[src/source/lsq_pkg.sv]
////////////////////
// shared types and constants for the store-queue operand pipeline
// import with a wildcard in the module or interface header
////////////////////

`default_nettype none

package lsq_pkg;

    ////////////////////
    // data widths

    // register and complete-bus data word
    typedef logic [31:0] word_t;

    // data memory address, also the width of the store immediate
    typedef logic [13:0] daddr_t;

    // physical register tag
    typedef logic [5:0] phys_reg_tag_t;

    // reorder buffer entry
    typedef logic [5:0] rob_index_t;

    // store queue entry
    typedef logic [2:0] sq_index_t;

    ////////////////////
    // operand source select

    // 0..2 pick a complete bus, REG_SEL picks register-file data
    typedef logic [1:0] bus_sel_t;
    localparam bus_sel_t REG_SEL = 2'd3;

    // base address and store data
    localparam int NUM_OPERANDS = 2;

endpackage

`default_nettype wire

[src/source/operand_wakeup_if.sv]
////////////////////
// link between the register-read stage and one operand tracker
// the stage loads a task operand, the tracker reports its availability
////////////////////

`timescale 1ns/1ns
`default_nettype none

interface operand_wakeup_if import lsq_pkg::*; ();

    // task load from the register-read stage
    logic          load;
    phys_reg_tag_t load_tag;
    logic          load_ready;

    // task leaves the register-read stage this cycle
    logic          advance;

    // tracker status
    phys_reg_tag_t tag;
    logic          available;
    logic          from_reg;
    bus_sel_t      bus_sel;

    modport stage (
        output load, load_tag, load_ready, advance,
        input  tag, available, from_reg, bus_sel
    );

    modport tracker (
        input  load, load_tag, load_ready, advance,
        output tag, available, from_reg, bus_sel
    );

endinterface

`default_nettype wire

[src/source/operand_wakeup.sv]
////////////////////
// wakeup tracking for one store operand
// holds the source tag and ready flag, snoops the complete buses
////////////////////

`timescale 1ns/1ns
`default_nettype none

module operand_wakeup import lsq_pkg::*; #(
    parameter int NUM_COMPLETE_BUSES = 3
) (
    input  logic                  CLK,
    input  logic                  nRST,

    // complete bus tags
    input  logic                  complete_bus_tag_valid [NUM_COMPLETE_BUSES],
    input  phys_reg_tag_t         complete_bus_tag       [NUM_COMPLETE_BUSES],

    operand_wakeup_if.tracker     trk
);

    // held operand state
    phys_reg_tag_t tag_q;
    logic          ready_q;

    // bus match for the held tag
    logic          match_any;
    bus_sel_t      match_sel;

    ////////////////////
    // tag match

    // walk from the top so the lowest matching bus wins
    always_comb begin
        match_any = 1'b0;
        match_sel = REG_SEL;
        for (int b = NUM_COMPLETE_BUSES - 1; b >= 0; b--) begin
            if (complete_bus_tag_valid[b] && (complete_bus_tag[b] == tag_q)) begin
                match_any = 1'b1;
                match_sel = bus_sel_t'(b);
            end
        end
    end

    ////////////////////
    // state

    always_ff @(posedge CLK) begin
        if (trk.load) begin
            tag_q <= trk.load_tag;
        end
    end

    always_ff @(posedge CLK, negedge nRST) begin
        if (!nRST) begin
            ready_q <= 1'b0;
        end else if (trk.load) begin
            ready_q <= trk.load_ready;
        end else if (match_any && !trk.advance) begin
            // value lands in the register file, read it from there later
            ready_q <= 1'b1;
        end
    end

    // status back to the stage
    assign trk.tag       = tag_q;
    assign trk.available = ready_q | match_any;
    assign trk.from_reg  = ready_q;
    assign trk.bus_sel   = ready_q ? REG_SEL : match_sel;

endmodule

`default_nettype wire

[src/source/sq_reg_read_stage.sv]
////////////////////
// register-read stage of the store operand pipeline
// latches a dispatched store, waits for both operands, requests the read
////////////////////

`timescale 1ns/1ns
`default_nettype none

module sq_reg_read_stage import lsq_pkg::*; (
    input  logic               CLK,
    input  logic               nRST,

    // dispatch
    input  logic               task_valid,
    input  phys_reg_tag_t      src_tag_0,
    input  phys_reg_tag_t      src_tag_1,
    input  logic               src_ready_0,
    input  logic               src_ready_1,
    input  daddr_t             imm,
    input  sq_index_t          sq_index,
    input  rob_index_t         rob_index,
    output logic               busy,

    // kill bus
    input  logic               kill_valid,
    input  rob_index_t         kill_rob_index,

    // register file
    input  logic               reg_read_serviced,
    output logic               reg_read_req_valid,

    // operand trackers
    operand_wakeup_if.stage    opnd [NUM_OPERANDS],

    // to the address-calculation stage
    output logic               adv,
    output daddr_t             imm_q,
    output sq_index_t          sq_index_q
);

    logic                     valid_q;
    rob_index_t               rob_index_q;

    // task operands as arrays
    phys_reg_tag_t            task_tag [NUM_OPERANDS];
    logic [NUM_OPERANDS-1:0]  task_ready;

    // tracker status
    logic [NUM_OPERANDS-1:0]  avail_vec;
    logic [NUM_OPERANDS-1:0]  from_reg_vec;

    logic                     kill;
    logic                     all_avail;
    logic                     need_read;

    assign task_tag[0]   = src_tag_0;
    assign task_tag[1]   = src_tag_1;
    assign task_ready[0] = src_ready_0;
    assign task_ready[1] = src_ready_1;

    ////////////////////
    // trackers

    for (genvar i = 0; i < NUM_OPERANDS; i++) begin : g_opnd
        assign opnd[i].load       = task_valid;
        assign opnd[i].load_tag   = task_tag[i];
        assign opnd[i].load_ready = task_ready[i];
        assign opnd[i].advance    = adv;
        assign avail_vec[i]       = opnd[i].available;
        assign from_reg_vec[i]    = opnd[i].from_reg;
    end

    ////////////////////
    // advance decision

    assign kill      = valid_q & kill_valid & (rob_index_q == kill_rob_index);
    assign all_avail = &avail_vec;
    // any operand still sitting in the register file
    assign need_read = |from_reg_vec;

    // request held until serviced
    assign reg_read_req_valid = valid_q & ~kill & all_avail & need_read;

    // forwarded-only tasks go at once
    assign adv  = valid_q & ~kill & all_avail & (~need_read | reg_read_serviced);
    assign busy = valid_q & ~adv & ~kill;

    ////////////////////
    // task latch

    always_ff @(posedge CLK, negedge nRST) begin
        if (!nRST) begin
            valid_q <= 1'b0;
        end else if (task_valid) begin
            valid_q <= 1'b1;
        end else if (adv || kill) begin
            valid_q <= 1'b0;
        end
    end

    always_ff @(posedge CLK) begin
        if (task_valid) begin
            imm_q       <= imm;
            sq_index_q  <= sq_index;
            rob_index_q <= rob_index;
        end
    end

endmodule

`default_nettype wire

[src/source/sq_addr_calc_stage.sv]
////////////////////
// address-calculation stage of the store operand pipeline
// picks each operand from register or bus data, adds the immediate
////////////////////

`timescale 1ns/1ns
`default_nettype none

module sq_addr_calc_stage import lsq_pkg::*; #(
    parameter int NUM_COMPLETE_BUSES = 3
) (
    input  logic        CLK,
    input  logic        nRST,

    // from the register-read stage
    input  logic        adv,
    input  word_t       reg_read_data_0,
    input  word_t       reg_read_data_1,
    input  bus_sel_t    bus_sel_0,
    input  bus_sel_t    bus_sel_1,
    input  daddr_t      imm_q,
    input  sq_index_t   sq_index_q,

    // complete bus data, one cycle behind its tag
    input  word_t       complete_bus_data [NUM_COMPLETE_BUSES],

    // store write
    output logic        write_valid,
    output daddr_t      write_addr,
    output word_t       write_data,
    output sq_index_t   write_sq_index
);

    // latch stage
    logic       calc_valid_q;
    word_t      reg_data_q [NUM_OPERANDS];
    bus_sel_t   sel_q      [NUM_OPERANDS];
    daddr_t     calc_imm_q;
    sq_index_t  calc_index_q;

    // forwarded operands
    word_t      fwd [NUM_OPERANDS];

    always_ff @(posedge CLK, negedge nRST) begin
        if (!nRST) begin
            calc_valid_q <= 1'b0;
        end else begin
            calc_valid_q <= adv;
        end
    end

    always_ff @(posedge CLK) begin
        if (adv) begin
            reg_data_q[0] <= reg_read_data_0;
            reg_data_q[1] <= reg_read_data_1;
            sel_q[0]      <= bus_sel_0;
            sel_q[1]      <= bus_sel_1;
            calc_imm_q    <= imm_q;
            calc_index_q  <= sq_index_q;
        end
    end

    ////////////////////
    // forwarding muxes

    // each operand follows its own select
    always_comb begin
        for (int i = 0; i < NUM_OPERANDS; i++) begin
            fwd[i] = reg_data_q[i];
            for (int b = 0; b < NUM_COMPLETE_BUSES; b++) begin
                if (sel_q[i] == bus_sel_t'(b)) begin
                    fwd[i] = complete_bus_data[b];
                end
            end
        end
    end

    ////////////////////
    // output register

    always_ff @(posedge CLK, negedge nRST) begin
        if (!nRST) begin
            write_valid <= 1'b0;
        end else begin
            write_valid <= calc_valid_q;
        end
    end

    // base is the low address bits, sum wraps
    always_ff @(posedge CLK) begin
        if (calc_valid_q) begin
            write_addr     <= daddr_t'(fwd[0]) + calc_imm_q;
            write_data     <= fwd[1];
            write_sq_index <= calc_index_q;
        end
    end

endmodule

`default_nettype wire

[src/source/sq_operand_pipeline.sv]
////////////////////
// store-queue operand pipeline top level
// dispatch in, register-file read out, store address and data out
////////////////////

`timescale 1ns/1ns
`default_nettype none

module sq_operand_pipeline import lsq_pkg::*; #(
    parameter int NUM_COMPLETE_BUSES = 3
) (
    input  logic          CLK,
    input  logic          nRST,

    // dispatch
    input  logic          task_valid,
    input  phys_reg_tag_t src_tag_0,
    input  phys_reg_tag_t src_tag_1,
    input  logic          src_ready_0,
    input  logic          src_ready_1,
    input  daddr_t        imm,
    input  sq_index_t     sq_index,
    input  rob_index_t    rob_index,
    output logic          busy,

    // register file
    output logic          reg_read_req_valid,
    output phys_reg_tag_t reg_read_req_tag_0,
    output phys_reg_tag_t reg_read_req_tag_1,
    input  logic          reg_read_serviced,
    input  word_t         reg_read_data_0,
    input  word_t         reg_read_data_1,

    // complete buses
    input  logic          complete_bus_tag_valid [NUM_COMPLETE_BUSES],
    input  phys_reg_tag_t complete_bus_tag       [NUM_COMPLETE_BUSES],
    input  word_t         complete_bus_data      [NUM_COMPLETE_BUSES],

    // kill bus
    input  logic          kill_valid,
    input  rob_index_t    kill_rob_index,

    // store write
    output logic          write_valid,
    output daddr_t        write_addr,
    output word_t         write_data,
    output sq_index_t     write_sq_index
);

    operand_wakeup_if opnd_if [NUM_OPERANDS] ();

    logic      adv;
    daddr_t    imm_q;
    sq_index_t sq_index_q;

    sq_reg_read_stage u_sq_reg_read_stage (
        .CLK, .nRST,
        .task_valid, .src_tag_0, .src_tag_1, .src_ready_0, .src_ready_1,
        .imm, .sq_index, .rob_index, .busy,
        .kill_valid, .kill_rob_index,
        .reg_read_serviced, .reg_read_req_valid,
        .opnd (opnd_if),
        .adv, .imm_q, .sq_index_q
    );

    // one tracker per operand
    for (genvar i = 0; i < NUM_OPERANDS; i++) begin : g_wakeup
        operand_wakeup #(.NUM_COMPLETE_BUSES(NUM_COMPLETE_BUSES)) u_operand_wakeup (
            .CLK, .nRST,
            .complete_bus_tag_valid, .complete_bus_tag,
            .trk (opnd_if[i].tracker)
        );
    end

    // read tags straight from the trackers
    assign reg_read_req_tag_0 = opnd_if[0].tag;
    assign reg_read_req_tag_1 = opnd_if[1].tag;

    sq_addr_calc_stage #(.NUM_COMPLETE_BUSES(NUM_COMPLETE_BUSES)) u_sq_addr_calc_stage (
        .CLK, .nRST,
        .adv, .reg_read_data_0, .reg_read_data_1,
        .bus_sel_0 (opnd_if[0].bus_sel),
        .bus_sel_1 (opnd_if[1].bus_sel),
        .imm_q, .sq_index_q, .complete_bus_data,
        .write_valid, .write_addr, .write_data, .write_sq_index
    );

endmodule

`default_nettype wire

[config.mk]
export PLATFORM = sky130hd
export DESIGN_NAME = sq_operand_pipeline
export DESIGN_NICKNAME = d
export VERILOG_FILES = /design/src/source/lsq_pkg.sv /design/src/source/operand_wakeup_if.sv /design/src/source/operand_wakeup.sv /design/src/source/sq_reg_read_stage.sv /design/src/source/sq_addr_calc_stage.sv /design/src/source/sq_operand_pipeline.sv
export SDC_FILE = /design/constraint.sdc
export NUM_CORES = 1
export LEC_CHECK = 0
export BUFFER_PORTS_ARGS = -buffer_cell sky130_fd_sc_hd__buf_4
export CAP_MARGIN = 20
export CORE_MARGIN = 5
export CORE_UTILIZATION = 52
export DETAILED_ROUTE_END_ITERATION = 7
export HOLD_SLACK_MARGIN = 0.05
export PLACE_DENSITY = 0.95
export SYNTH_ARGS = -nofsm -noshare
export SYNTH_HDL_FRONTEND = slang
export SYNTH_SLANG_ARGS = --single-unit
[constraint.sdc]
create_clock -name CLK -period 27.5 [get_ports CLK]
set_clock_uncertainty 0.05 [all_clocks]
set_input_delay 6.875 -clock CLK [delete_from_list [all_inputs] [get_ports CLK]]
set_output_delay 6.875 -clock CLK [all_outputs]
set_load 0.02 [all_outputs]
==> metrics.md <==
| Metric | Value |
|---|---|
| Top reg by flops | u_sq_addr_calc_stage.reg_data_q |
| FP Rows | 42 |
| I/O Buffers | 274 |
| Post-route cell area | 9883 um2 |
| WP data arrival | 8.61 ns |
| Top flop regs | u_sq_addr_calc_stage.reg_data_q: 46 flops, u_sq_addr_calc_stage.write_data: 32 flops |
| Die ar. | 15900 um2 |
| Status | completed |
| Fmax | 64.36 MHz |
| Maximum VDD drop | 54.90 uV |
| DR vias | 4727 |
| Flops & latches, synth | 156 |
| MaxCap Viol Count | 0 |
| # nets final | 900 |
| CTS buffer count | 17 |
| Critical Path Start Type | primary input |
| Worst hold path type | reg -> reg |
| Slowest stage delay, CP | 0.45 ns |
| CP cell instances | buf_4, xnor2_1, nand4_1, nor4_1, nor4_1, nor4b_4, nor2_1, buf_4 |
| Worst path required time | 20.58 ns |
| DRC | 0 |
| Final cell count without fillers | 844 |
| Post-CTS Setup Inserts | 0 |
| Async S/R FF share, synth | 3.205% |
| WS Path Type | in -> out |
| Synthesized area | 7007 um2 |
| DR pass1 iterations | 5 |
| Final worst path period share | 56.50% |
| Final setup viols | 0 |
| Worst-path clk slew | 0.06 ns |
| Drt total wl | 19620 um |
| Critical path capture point type | primary output |
| Placed cells | 811 |
| Number of routed nets with antenna violations | 0 |
| H-tree Lvls | 4 |
| # resized after CTS | 0 |
| IO Count | 293 |
| CTS tree | done |
| GRT overflow | 0 |
| Crit path max fanout | 4 |
| Yosys warns | 0 |
| Share of cells above drive strength 1 | 54.64% |
| Clock latency on the worst-skew pair | 0.42 ns |
| DR vias/cell | 5.601 |
| Slew HR | 38.14% |
| Clock buffer depth | 2 |
| Ranking of synthesized cells by area | edfxtp_1, mux4_2, xnor2_1, xor2_1, ha_1 |
| Largest net degree at the start of global routing | 70 |
| Post-layout minimum cycle time | 15.54 ns |
| First-pass GRT wire length | 29170 um |
| Commonest non-fill, non-tap cell in the layout | buf_4 |
| Post-DP Area | 9274 um2 |
| Horiz. Die Dim | 126.1 um |
| Power per cell area | 66.20 nW/um2 |
| Die height | 126.1 um |
| Diodes inserted | 0 |
| Synth Area per Inst | 19.09 um2 |
| Worst path bufs/invs | 2 |
| P_leak | 3.919 nW |
| Setup total negative slack | 0 ns |
| Total track usage | 24.74% |
| Most frequent cells in the layout | buf_4, edfxtp_1, mux4_2 |
| Yosys top cell area share | 64.71% |
| Fin. Hold Viols | 0 |
| DP HPWL | 14850 um |
| DR iter-0 viols | 416 |
| Max reg flops | 46 |
| Layout area overhead | 41.05% |
| Register area share after synthesis | 66.50% |
| Post-Syn Instances | 367 |
| Slowest stage cell, crit path | nor4_1 |
| CORE AREA | 13240 um2 |
| Post-Syn Nets | 612 |
| CTS root buf | clkbuf_16 |
| Crit path max-delay family | simple AND/OR/NAND/NOR gates |
| GP Congestion | 0.8963 |
| Final Core Density | 74.63% |
| Mean routed wirelength per cell | 23.24 um |
| Initial Utilization | 52.91% |
| Initial antenna violation count | 0 |
| Distinct cells, synth | 43 |
| Tightest Pin Transition | 0.9279 ns |
| CTS Hold Buffers Added | 0 |
| Number of enable flip-flop cells after synthesis | 151 |
| Vias in the first global route | 5147 |
| Slew Viols, Final | 0 |
| Clock sink count | 156 |
| Primary FF master, synth | edfxtp_1 |
| RSZ-0062 raised after global routing | no |
| Synth area leader | edfxtp_1 |
-- per-layer routing --
layer  global-route usage [%]  wire, um
met2                    44.54     10790
met1                    27.39      6557
met4                    8.202       462
met5                        0         0
met3                    8.594      1806
-- power by group --
part / total [mW] / switching (mW) / internal (mW)
clock network: 0.232 / 0.0967 / 0.135
logic: 0.121 / 0.0593 / 0.0619
registers: 0.301 / 0.0118 / 0.290
total: 0.654 / 0.168 / 0.486
-- worst register-to-register path, delay by kind of cell, from the launching register on --
family | cells | cell delay (ns)
fa+ha+maj | 2 | 0.68
simple gates | 1 | 0.08
mux | 2 | 0.65
compound gates | 4 | 1.06
flops | 1 | 0.89
-- synth_stat cells, drive strengths merged (4+ instances only) --
cell type	instances
a21o	4
a21oi	13
buf	6
clkbuf	4
dfrtp	5
edfxtp	151
ha	15
inv	5
mux4	46
nand2	4
nand4	9
nor2	5
nor4	8
o21ai	5
o21bai	4
xnor2	27
xor2	26
-- stage by stage --
| stage | setup WS, ns | power [mW] | hold slack [ns] |
|---|---|---|---|
| floorplan | 8.482 | 0.3690 | 0.3503 |
| global placement | 12.11 | 0.4196 | 0.3532 |
| detailed placement | 12.01 | 0.4261 | 0.3554 |
| CTS | 11.98 | 0.6571 | 0.3682 |
| global route | 11.79 | 0.6803 | 0.3729 |
| finish | 11.96 | 0.6543 | 0.3666 |
-- cell type report --
class | count | area [um2]
well taps | 176 | 220.2
repair buffers | 279 | 2107
inverters | 5 | 18.77
flip-flops and latches | 156 | 4661
clock inverters | 15 | 163.9
fillers | 826 | 3359
multi-input cells | 196 | 2287
clock buffers | 17 | 425.4
-- path summary, 6_finish.rpt --
kind / from / to / slack [ns] / cells after the start
min reg2reg: u_sq_reg_read_stage.imm_q[4] / u_sq_addr_calc_stage.calc_imm_q[4] / 0.37 / 0
max: complete_bus_tag[10] / busy / 11.96 / 8
max reg2reg: u_sq_addr_calc_stage.sel_q[0][1] / u_sq_addr_calc_stage.write_addr[12] / 23.82 / 9
min in group asynchronous: nRST / g_wakeup[1].u_operand_wakeup.trk.from_reg / 6.19 / 1
max in group asynchronous: nRST / u_sq_addr_calc_stage.calc_valid_q / 21.08 / 1
min: u_sq_reg_read_stage.imm_q[4] / u_sq_addr_calc_stage.calc_imm_q[4] / 0.37 / 0
-- kinds of logic (layout without fill, tap and decap cells) --
| logic type | after synthesis | in the layout | synth area share, % |
|---|---|---|---|
| compound gates | 34 | 34 | 3.518 |
| xor+xnor | 53 | 53 | 6.732 |
| fa+ha+maj | 16 | 16 | 2.964 |
| buf+inv | 15 | 316 | 0.9821 |
| flops | 156 | 156 | 66.50 |
| mux | 49 | 49 | 15.32 |
| simple gates | 44 | 44 | 3.982 |
Power figures use the tool's default switching activity.
